`src/source/vector_io_pkg.sv`:
```
package vector_io_pkg;

	//////////////////////////////////////////////////
	// Widths
	//////////////////////////////////////////////////
	localparam int PORT_W     = 8;              // I/O port number, same as 8080 IN/OUT
	localparam int DATA_W     = 8;
	localparam int AXI_DATA_W = 32;             // Only lane 0 is live
	localparam int STRB_W     = AXI_DATA_W / 8;
	localparam int BORDER_W   = 4;
	localparam int PAL_DEPTH  = 1 << BORDER_W;  // One palette entry per border index

	//////////////////////////////////////////////////
	// Request queue
	//////////////////////////////////////////////////
	localparam int QUEUE_DEPTH = 4;
	localparam int PTR_W       = $clog2(QUEUE_DEPTH);
	localparam int CNT_W       = PTR_W + 1;
	localparam logic [PTR_W-1:0] PTR_LAST = PTR_W'(QUEUE_DEPTH - 1);
	localparam logic [CNT_W-1:0] CNT_FULL = CNT_W'(QUEUE_DEPTH);

	// Entry layout {write, port, data, strobe}
	localparam int ENTRY_W      = 1 + PORT_W + DATA_W + 1;
	localparam int ENT_WRITE    = ENTRY_W - 1;
	localparam int ENT_PORT_LSB = DATA_W + 1;
	localparam int ENT_DATA_LSB = 1;
	localparam int ENT_STRB     = 0;

	//////////////////////////////////////////////////
	// Port map
	//////////////////////////////////////////////////
	// Parallel interface, address order reversed against the chip
	localparam logic [PORT_W-1:0] PORT_CTRL    = 8'h00;
	localparam logic [PORT_W-1:0] PORT_C       = 8'h01;  // LEDs and control bits
	localparam logic [PORT_W-1:0] PORT_B       = 8'h02;  // Border index, 512 mode
	localparam logic [PORT_W-1:0] PORT_A       = 8'h03;  // Scroll register
	localparam logic [PORT_W-1:0] PORT_PALETTE = 8'h0C;
	localparam logic [PORT_W-1:0] PORT_RAMDISK = 8'h10;

	// AXI response codes
	localparam logic [1:0] RESP_OKAY   = 2'b00;
	localparam logic [1:0] RESP_SLVERR = 2'b10;

endpackage

```
`src/source/axil_io_front.sv`:
```
`timescale 1ns/100ps

module axil_io_front (
	input  logic                                 clk24,
	input  logic                                 RESET_n,

	// Write address and data
	input  logic [vector_io_pkg::PORT_W-1:0]     awaddr,
	input  logic                                 awvalid,
	output logic                                 awready,
	input  logic [vector_io_pkg::AXI_DATA_W-1:0] wdata,
	input  logic [vector_io_pkg::STRB_W-1:0]     wstrb,
	input  logic                                 wvalid,
	output logic                                 wready,

	// Read address
	input  logic [vector_io_pkg::PORT_W-1:0]     araddr,
	input  logic                                 arvalid,
	output logic                                 arready,

	// Queue side
	input  logic                                 full,
	output logic                                 push,
	output logic [vector_io_pkg::ENTRY_W-1:0]    push_entry
);

	logic wr_accept;     // Drives awready and wready together
	logic rd_accept;
	logic last_wr_won;   // Winner of the last write/read conflict
	logic wr_req;
	logic rd_req;
	logic idle;
	logic wr_pick;
	logic rd_pick;

	//////////////////////////////////////////////////
	// Arbitration
	//////////////////////////////////////////////////
	assign wr_req = awvalid & wvalid;   // Both halves of a write present
	assign rd_req = arvalid;

	// Valid still shows during a pulse, so decide only between pulses.
	// With no push in the deciding cycle the queue cannot be full at the handshake.
	assign idle = !wr_accept && !rd_accept && !full;

	// On a conflict the loser of the last one goes first
	assign wr_pick = idle && wr_req && (!rd_req || !last_wr_won);
	assign rd_pick = idle && rd_req && (!wr_req || last_wr_won);

	always_ff @(posedge clk24) begin
		if (!RESET_n) begin
			wr_accept   <= 1'b0;
			rd_accept   <= 1'b0;
			last_wr_won <= 1'b0;
		end else begin
			wr_accept <= wr_pick;   // One cycle pulse
			rd_accept <= rd_pick;
			if (idle && wr_req && rd_req)
				last_wr_won <= wr_pick;
		end
	end

	//////////////////////////////////////////////////
	// Queue entry
	//////////////////////////////////////////////////
	// Payload is latched with the decision and pushed during the handshake
	always_ff @(posedge clk24) begin
		if (wr_pick) begin
			push_entry <= {1'b1, awaddr, wdata[vector_io_pkg::DATA_W-1:0], wstrb[0]};
		end else if (rd_pick) begin
			push_entry <= {1'b0, araddr, {vector_io_pkg::DATA_W{1'b0}}, 1'b0};
		end
	end

	assign push    = wr_accept | rd_accept;
	assign awready = wr_accept;
	assign wready  = wr_accept;
	assign arready = rd_accept;

endmodule

```
`src/source/io_cycle_queue.sv`:
```
`timescale 1ns/100ps

module io_cycle_queue (
	input  logic                              clk24,
	input  logic                              RESET_n,

	input  logic                              push,
	input  logic [vector_io_pkg::ENTRY_W-1:0] push_entry,
	output logic                              full,

	input  logic                              pop,
	output logic                              valid,
	output logic [vector_io_pkg::ENTRY_W-1:0] pop_entry
);

	logic [vector_io_pkg::ENTRY_W-1:0] mem [vector_io_pkg::QUEUE_DEPTH];
	logic [vector_io_pkg::PTR_W-1:0]   wr_ptr;
	logic [vector_io_pkg::PTR_W-1:0]   rd_ptr;
	logic [vector_io_pkg::CNT_W-1:0]   count;
	logic                              do_push;
	logic                              do_pop;

	assign do_push = push && !full;
	assign do_pop  = pop && valid;

	// Entry storage
	always_ff @(posedge clk24) begin
		if (do_push)
			mem[wr_ptr] <= push_entry;
	end

	always_ff @(posedge clk24) begin
		if (!RESET_n) begin
			wr_ptr <= '0;
			rd_ptr <= '0;
			count  <= '0;
		end else begin
			if (do_push)
				wr_ptr <= (wr_ptr == vector_io_pkg::PTR_LAST) ? '0 : wr_ptr + 1'b1;
			if (do_pop)
				rd_ptr <= (rd_ptr == vector_io_pkg::PTR_LAST) ? '0 : rd_ptr + 1'b1;
			case ({do_push, do_pop})
				2'b10:   count <= count + 1'b1;
				2'b01:   count <= count - 1'b1;
				default: count <= count;   // Both or neither
			endcase
		end
	end

	assign full      = (count == vector_io_pkg::CNT_FULL);
	assign valid     = (count != '0);
	assign pop_entry = mem[rd_ptr];   // Head of queue

endmodule

```
`src/source/io_port_file.sv`:
```
`timescale 1ns/100ps

module io_port_file (
	input  logic                                 clk24,
	input  logic                                 RESET_n,

	// Queue side
	input  logic                                 valid,
	output logic                                 pop,
	input  logic [vector_io_pkg::ENTRY_W-1:0]    pop_entry,

	// AXI4-Lite responses
	output logic [1:0]                           bresp,
	output logic                                 bvalid,
	input  logic                                 bready,
	output logic [vector_io_pkg::AXI_DATA_W-1:0] rdata,
	output logic [1:0]                           rresp,
	output logic                                 rvalid,
	input  logic                                 rready,

	// Device outputs
	output logic [vector_io_pkg::DATA_W-1:0]     video_scroll,
	output logic [vector_io_pkg::BORDER_W-1:0]   border_index,
	output logic                                 mode512,
	output logic [vector_io_pkg::DATA_W-1:0]     port_c,
	output logic [vector_io_pkg::DATA_W-1:0]     ramdisk_ctrl
);

	logic                              ent_write;
	logic                              ent_strb;
	logic [vector_io_pkg::PORT_W-1:0]  ent_port;
	logic [vector_io_pkg::DATA_W-1:0]  ent_data;
	logic                              ppi_sel;
	logic [1:0]                        ppi_reg;
	logic                              pal_sel;
	logic                              rdk_sel;
	logic                              mapped;
	logic                              slot_free;
	logic                              do_write;
	logic [vector_io_pkg::DATA_W-1:0]  reg_a;
	logic [vector_io_pkg::DATA_W-1:0]  reg_b;
	logic [vector_io_pkg::DATA_W-1:0]  reg_c;
	logic [vector_io_pkg::DATA_W-1:0]  reg_rdk;
	logic [vector_io_pkg::DATA_W-1:0]  palette [vector_io_pkg::PAL_DEPTH];
	logic [vector_io_pkg::DATA_W-1:0]  rd_byte;

	assign ent_write = pop_entry[vector_io_pkg::ENT_WRITE];
	assign ent_strb  = pop_entry[vector_io_pkg::ENT_STRB];
	assign ent_port  = pop_entry[vector_io_pkg::ENT_PORT_LSB +: vector_io_pkg::PORT_W];
	assign ent_data  = pop_entry[vector_io_pkg::ENT_DATA_LSB +: vector_io_pkg::DATA_W];

	//////////////////////////////////////////////////
	// Port decode
	//////////////////////////////////////////////////
	// Upper six bits pick the device, low two are inverted into the register
	assign ppi_sel = ent_port[7:2] == vector_io_pkg::PORT_CTRL[7:2];
	assign ppi_reg = ~ent_port[1:0];
	assign pal_sel = ent_port == vector_io_pkg::PORT_PALETTE;   // 0Dh-0Fh not fitted
	assign rdk_sel = ent_port == vector_io_pkg::PORT_RAMDISK;
	assign mapped  = ppi_sel | pal_sel | rdk_sel;

	always_comb begin
		rd_byte = '0;   // Control port and unmapped ports read 0
		if (ppi_sel) begin
			case (ppi_reg)
				~vector_io_pkg::PORT_A[1:0]: rd_byte = reg_a;
				~vector_io_pkg::PORT_B[1:0]: rd_byte = reg_b;
				~vector_io_pkg::PORT_C[1:0]: rd_byte = reg_c;
				default:                     rd_byte = '0;
			endcase
		end else if (pal_sel) begin
			rd_byte = palette[border_index];
		end else if (rdk_sel) begin
			rd_byte = reg_rdk;
		end
	end

	//////////////////////////////////////////////////
	// Device registers
	//////////////////////////////////////////////////
	assign do_write = pop && ent_write && ent_strb;

	always_ff @(posedge clk24) begin
		if (!RESET_n) begin
			reg_a   <= '0;
			reg_b   <= '0;
			reg_c   <= '0;
			reg_rdk <= '0;
			for (int i = 0; i < vector_io_pkg::PAL_DEPTH; i++)
				palette[i] <= '0;
		end else if (do_write) begin
			if (ppi_sel) begin
				case (ppi_reg)
					~vector_io_pkg::PORT_A[1:0]: reg_a <= ent_data;
					~vector_io_pkg::PORT_B[1:0]: reg_b <= ent_data;
					~vector_io_pkg::PORT_C[1:0]: reg_c <= ent_data;
					default: begin
						if (ent_data[7]) begin   // Mode word
							reg_a <= '0;
							reg_b <= '0;
							reg_c <= '0;
						end else begin
							reg_c[ent_data[3:1]] <= ent_data[0];   // Bit set/reset
						end
					end
				endcase
			end else if (pal_sel) begin
				palette[border_index] <= ent_data;
			end else if (rdk_sel) begin
				reg_rdk <= ent_data;
			end
		end
	end

	assign video_scroll = reg_a;
	assign border_index = reg_b[vector_io_pkg::BORDER_W-1:0];
	assign mode512      = reg_b[4];
	assign port_c       = reg_c;
	assign ramdisk_ctrl = reg_rdk;

	//////////////////////////////////////////////////
	// Response slot
	//////////////////////////////////////////////////
	// Free when empty or being taken this cycle
	assign slot_free = !(bvalid && !bready) && !(rvalid && !rready);
	assign pop       = valid && slot_free;

	always_ff @(posedge clk24) begin
		if (!RESET_n) begin
			bvalid <= 1'b0;
			rvalid <= 1'b0;
		end else begin
			if (bready)
				bvalid <= 1'b0;
			if (rready)
				rvalid <= 1'b0;
			if (pop) begin
				bvalid <= ent_write;
				rvalid <= !ent_write;
			end
		end
	end

	always_ff @(posedge clk24) begin
		if (pop && ent_write)
			bresp <= mapped ? vector_io_pkg::RESP_OKAY : vector_io_pkg::RESP_SLVERR;
		if (pop && !ent_write) begin
			rresp <= mapped ? vector_io_pkg::RESP_OKAY : vector_io_pkg::RESP_SLVERR;
			rdata <= {{(vector_io_pkg::AXI_DATA_W - vector_io_pkg::DATA_W){1'b0}}, rd_byte};
		end
	end

endmodule

```
`src/source/vector_io_top.sv`:
```
`timescale 1ns/100ps

module vector_io_top (
	input  logic                                 clk24,
	input  logic                                 RESET_n,

	input  logic [vector_io_pkg::PORT_W-1:0]     awaddr,
	input  logic                                 awvalid,
	output logic                                 awready,
	input  logic [vector_io_pkg::AXI_DATA_W-1:0] wdata,
	input  logic [vector_io_pkg::STRB_W-1:0]     wstrb,
	input  logic                                 wvalid,
	output logic                                 wready,
	output logic [1:0]                           bresp,
	output logic                                 bvalid,
	input  logic                                 bready,
	input  logic [vector_io_pkg::PORT_W-1:0]     araddr,
	input  logic                                 arvalid,
	output logic                                 arready,
	output logic [vector_io_pkg::AXI_DATA_W-1:0] rdata,
	output logic [1:0]                           rresp,
	output logic                                 rvalid,
	input  logic                                 rready,

	output logic [vector_io_pkg::DATA_W-1:0]     video_scroll,
	output logic [vector_io_pkg::BORDER_W-1:0]   border_index,
	output logic                                 mode512,
	output logic [vector_io_pkg::DATA_W-1:0]     port_c,
	output logic [vector_io_pkg::DATA_W-1:0]     ramdisk_ctrl
);

	logic                              push;
	logic [vector_io_pkg::ENTRY_W-1:0] push_entry;
	logic                              full;
	logic                              q_valid;    // Queue holds a cycle
	logic                              pop;
	logic [vector_io_pkg::ENTRY_W-1:0] pop_entry;

	// Bus side, turns AXI requests into I/O cycles
	axil_io_front front0 (
		.clk24(clk24), .RESET_n(RESET_n),
		.awaddr(awaddr), .awvalid(awvalid), .awready(awready),
		.wdata(wdata), .wstrb(wstrb), .wvalid(wvalid), .wready(wready),
		.araddr(araddr), .arvalid(arvalid), .arready(arready),
		.full(full), .push(push), .push_entry(push_entry)
	);

	io_cycle_queue queue0 (
		.clk24(clk24), .RESET_n(RESET_n),
		.push(push), .push_entry(push_entry), .full(full),
		.pop(pop), .valid(q_valid), .pop_entry(pop_entry)
	);

	// Port devices and responses
	io_port_file ports0 (
		.clk24(clk24), .RESET_n(RESET_n),
		.valid(q_valid), .pop(pop), .pop_entry(pop_entry),
		.bresp(bresp), .bvalid(bvalid), .bready(bready),
		.rdata(rdata), .rresp(rresp), .rvalid(rvalid), .rready(rready),
		.video_scroll(video_scroll), .border_index(border_index), .mode512(mode512),
		.port_c(port_c), .ramdisk_ctrl(ramdisk_ctrl)
	);

endmodule

```
`config.mk`:
```
export PLATFORM = sky130hd
export DESIGN_NAME = vector_io_top
export DESIGN_NICKNAME = d
export VERILOG_FILES = /design/src/source/vector_io_pkg.sv /design/src/source/axil_io_front.sv /design/src/source/io_cycle_queue.sv /design/src/source/io_port_file.sv /design/src/source/vector_io_top.sv
export SDC_FILE = /design/constraint.sdc
export NUM_CORES = 1
export LEC_CHECK = 0
export ABC_AREA = 1
export BUFFER_PORTS_ARGS = -buffer_cell sky130_fd_sc_hd__buf_4
export CAP_MARGIN = 20
export CORE_MARGIN = 8
export CORE_UTILIZATION = 64
export DETAILED_ROUTE_END_ITERATION = 8
export HOLD_SLACK_MARGIN = 0.08
export PLACE_DENSITY = 0.84
export SLEW_MARGIN = 10
export SYNTH_ARGS = -nofsm -noshare
export SYNTH_HDL_FRONTEND = slang
export SYNTH_SLANG_ARGS = --single-unit
```
`constraint.sdc`:
```
create_clock -name clk24 -period 4.4 [get_ports clk24]
set_input_delay 0.88 -clock clk24 [delete_from_list [all_inputs] [get_ports clk24]]
set_output_delay 0.88 -clock clk24 [all_outputs]
set_load 0.01 [all_outputs]
```
Yosys cells after proc, flatten, opt, wreduce, memory -nomap -nowiden
Memory sizes are Yosys's and may differ from the RTL's. A register that Yosys moved wholly into a read port is not among the register bits.
Index checks and enable logic that the tools add are counted.
W data, S select, Z words.

cells by class
  shift-type cells = 0
  multiply operators = 0
  equal/unequal tests = 9
  multiplexer cells = 37
  bitwise logic cells = 10
  magnitude comparators = 2
  reductions and logical operators = 47
  div/mod/pow operators = 0
  add/subtract/negate cells = 4

operators by type and width
  kind                   number
  $mux W8                6
  $pmux W8 S2            3
  $mux W17               2
  $pmux W8 S3            1
  $logic_and A1 B1 Y1    17
  $mux W1                14
  $mux W4                3
  $reduce_and A4 Y1      3
  $reduce_bool A2 Y1     6
  $logic_not A1 Y1       11
  $mux W2                5
  $bwmux W8              1
  $eq A2 B2 Y1 const B   4
  $eq A8 B4 Y1 const B   1
  $eq A8 B5 Y1 const B   1
  $reduce_or A8 Y1       1
  $logic_not A6 Y1       1
  $pmux W3 S2            1
  $reduce_or A2 Y1       3
  $not A1 Y1             5
  $add A2 B1 Y2 const B  2
  $eq A2 B1 Y1 const B   2
  $lt A3 B4 Y1 const B   1
  $add A3 B1 Y3 const B  1
  other kinds (11)       14

word-level totals
  logic and storage cells = 128
  ROM bits = 0
  memories = 2
  latch bits = 0
  register bits = 74
  bits in writable memories = 200
  input bits = 59
  output and inout port bits = 70

memories
  name            words  bits a word  read ports  clocked after memory_dff  wr ports  line                  RTL
  ports0.palette  16     8            1           1                         16        io_port_file.sv:44    logic [vector_io_pkg::DATA_W-1:0] palette [vector_io_pkg::PAL_DEPTH];
  queue0.mem      4      18           1           1                         1         io_cycle_queue.sv:16  logic [vector_io_pkg::ENTRY_W-1:0] mem [vector_io_pkg::QUEUE_DEPTH];

Logic depth before layout (Yosys ltp)
  depth after elaboration = 12
  depth in mapped cells = 15

Modules after synthesis
A second synthesis with hierarchy kept.

unflattened totals
  cell total of the unflattened synthesis = 1,321
  area, all modules = 13,043.8 µm²

by module, submodules not included
  module          area each (µm²)  sequential area each (µm²)  cells an instance  instances
  io_port_file    8,844.7          4,904.7                     989                1
  io_cycle_queue  3,246.9          2,342.2                     244                1
  axil_io_front   952.2            590.6                       88                 1

Worst setup path after synthesis
No wires, ideal clock.

  kind = reg-to-reg
  start = reg (tool-made name)
  end = mem ports0.palette[14][0] in the netlist's numbering, enable pin
  slack = 1,706 ps
  stages on the path, launching flop included = 15
  arrival time = 2,365 ps
  path buffers = 4
  clock period less this slack = 2,694 ps
  cells stage by stage = dfxtp_1 inv_2 buf_2 buf_2 buf_2 nand2_1 a32oi_1 inv_1 ha_1 nor3b_2 nand2_2 nor2_8 buf_12 nand4_4 nand2_1

RTL lines
  element    line
  to (decl)  io_port_file.sv:44

==> run metrics <==
status=finished, final reports clean; design area=14290 µm²; Unique masters post-synth=41; slew at the pin closest to its max-slew limit=1.130 ns; Hold-fix buffers, CTS=0; Simple-Gate Fraction of Synth Area=0.2411; CP Buf/Inv Count=3; Mapped Cells=1326; area fraction in compound gates after synthesis=0.07365; n_diodes=0; layout cells sized above 1=0.1427; die span in x=157.8 µm; RSZ-0062 raised after global routing=no; most frequent cells in the layout=nor2_1 (289), nand2_1 (264), edfxtp_1 (227); initial antenna violation count=0; ANT nets after route=0; delay of the slowest critical-path stage=0.42 ns; Remaining Overflow, GRT=0; share of flip-flops with an asynchronous set or reset=0; CP startpoint kind=flip-flop; vias in the first global route=between 9000 and 10000; Max-slew headroom=0.2447; Post-DP HPWL=20.23 mm; endpoints failing setup=0; TritonRoute pass-1 iters=5; total stage count of the critical path=11; Tmin final=between 3 and 4 ns; number of synthesized flops with an enable pin=~230; area delta synth->final=11.15%; fin cells=1665; root buffer cell=clkbuf_16; Worst Path Arrival=3.80 ns; Syn Area/Cell=9.698 µm²; routability cong.=0.9424; Filler cells=1394; Placed Cells=1616; CP max-delay cell=nor2_8; post-synthesis adder-cell area fraction=0.01129; mux contribution to synthesized area=0; P_leak=5.780 nW; clock buffers created by TritonCTS=27; CTS tree=built; clk slew on worst S/H paths=0.06 ns; Nets=1445; Crit path max-delay family=simple AND/OR/NAND/NOR gates; critical path, cell by cell=buf_4 > inv_2 > nand2_1 > a32oi_1 > inv_1 > ha_1 > nor3b_2 > nand2_2 > nor2_8 > nand4_2 > nand2_1; Hold Path Class=flip-flop to flip-flop; fmax=276.8 MHz; Ports=between 100 and 150; drt wl/cell=18.55 µm; Max Cap Viol=0; All-Layer GR Usage=0.2516; Placement Cell Area=13450 µm²; Most used DFF post-synth=edfxtp_1; global-route met1 utilization=0.2985; clock sinks=between 200 and 300; DRC=0; met3 usage=0.04996; Final Cycle Share=0.8210; cell mode on critical path=nand2_1; Port-buffer cells=75; largest family of logic cells by synthesized area=simple AND/OR/NAND/NOR gates; largest net degree at the start of global routing=64; initial cell density of the core=0.6438; Place WS=around 0.85 ns; CP Max Fanout=39; worst setup margin=0.7877 ns; count of pins over their slew limit=0; peak supply drop=~0.00044 V; Worst Skew=0.01562 ns; worst skew pair latency=0.53 ns; XOR/XNOR Fraction of Synth Area=0; row count=52; post-route setup TNS=0 ns; most used routing layer=met2; Max clock buf depth=3; Post-Synthesis Cell Area=between 10000 and 15000 µm²; via/cell ratio=5.734; first-pass GRT wire length=between 40 and 50 mm; register area share after synthesis=0.6095; DRT iter0 DRCs=1100; Setup Fix Bufs, Post-CTS=0; Die Y-Extent=roughly 160 µm; Final Hold Viols=0; kind of critical path=flip-flop to flip-flop; die area=24890 µm²; routed wire length=around 31 mm; crit end category=flip-flop; R2R cell count=11; pwr/cell area=~510 nW/µm²; Synth Register Bits=between 200 and 300; commonest non-fill, non-tap cell in the layout=nor2_1; Vias=~9500; Critical Path RT=4.59 ns; met2 Resource Use GR=0.4333; post-CTS sizing=0; Hold Crit Depth=2; Yosys Warn Count=0; core area=~20000 µm²; H-tree depth=1
cells by family after synthesis:
| logic type | after synthesis |
|---|---|
| AND/OR/NAND/NOR | 697 |
| flip-flops | 278 |
| adder cells (fa/ha/maj) | 11 |
| other | 1 |
| AO/OA/AOI/OAI | 167 |
| buffers and inverters | 172 |
per-layer routing:
| layer | wire, µm | vias to the layer above |
|---|---|---|
| li1 | - | 4482 |
| met1 | 11540 | 4489 |
| met2 | 15310 | 472 |
| met3 | 2668 | 104 |
| met4 | 1364 | 0 |
| met5 | 0 | - |
path summary, 6_finish.rpt:
kind / startpoint / slack (ns) / to
hold / removal: ports0.reg_b[5] / 0.48 / ports0.reg_b[5]
hold reg to reg: ports0.reg_b[5] / 0.48 / ports0.reg_b[5]
setup / recovery: flip-flop / 0.79 / ports0.palette[11][4]
setup reg to reg: flip-flop / 0.79 / ports0.palette[11][4]
final cells by class:
class	instances	area, µm²	area share
Clock buffer	45	804.5	0.05629
Clock inverter	4	42.54	0.002976
Inverter	75	281.5	0.01970
Multi-Input combinational cell	901	4290	0.3002
Sequential cell	278	7839	0.5484
Tap cell	270	337.8	0.02363
Timing Repair Buffer	92	698.2	0.04884
where the power goes:
group / internal [mW] / switching (mW) / total (mW)
clock: 1.30 / 0.933 / 2.23
sequential: 3.11 / 0.108 / 3.22
combinational: 0.423 / 1.39 / 1.82
total: 4.83 / 2.43 / 7.27
synth_stat cells (2+ instances only):
cell type  number  area [µm²]
nand3_1        78       390.4
o221ai_1        4       35.03
o211ai_1       27       202.7
nand2_2         4       25.02
buf_6           2       22.52
or2_2           2       12.51
nand4_2         6       75.07
buf_4          33       247.7
inv_2           8       30.03
nand2_1       264       991.0
nor2_2         36       225.2
a21oi_1        20       100.1
inv_1          64       240.2
nor2_1        289        1085
o21ai_1         9       45.04
nand4_4        10       212.7
buf_1           6       22.52
a32oi_1         2       17.52
o21ai_0        99       495.5
dfxtp_1        51        1021
clkbuf_1       35       131.4
ha_1           10       125.1
o22ai_1         2       12.51
edfxtp_1      227        6817
clkinv_1        3       11.26
buf_2          20       100.1
flip-flops by register name (all words and copies together), names as in the netlist, 2 cells and up, named ones only:
| signal | flops |
|---|---|
| ports0.port_c | 8 |
| queue0.count | 3 |
| ports0.rdata | 8 |
| queue0.wr_ptr | 2 |
| queue0.rd_ptr | 2 |
| ports0.video_scroll | 8 |
| ports0.palette | 128 |
| ports0.reg_b | 8 |
| ports0.ramdisk_ctrl | 8 |
| front0.push_entry | 18 |
| queue0.mem | 72 |
per-stage QoR:
step	hold slack, ns	power (mW)	utilization
3_5_place_dp	0.4646	5.039	0.6732
5_1_grt	0.5016	7.552	0.7156
4_1_cts	0.4798	7.232	0.7156
2_1_floorplan	0.4402	4.434	-
3_3_place_gp	0.4560	4.985	0.6725
6_report	0.4772	7.265	0.7156
worst register-to-register path, stage by stage (launching register included):
cell and delay (ns):
dfxtp_1 0.30, buf_4 0.36, inv_2 0.38, nand2_1 0.15
a32oi_1 0.18, inv_1 0.14, ha_1 0.26, nor3b_2 0.21
nand2_2 0.12, nor2_8 0.42, nand4_2 0.35, nand2_1 0.40
(Power assumes the default switching activity.)
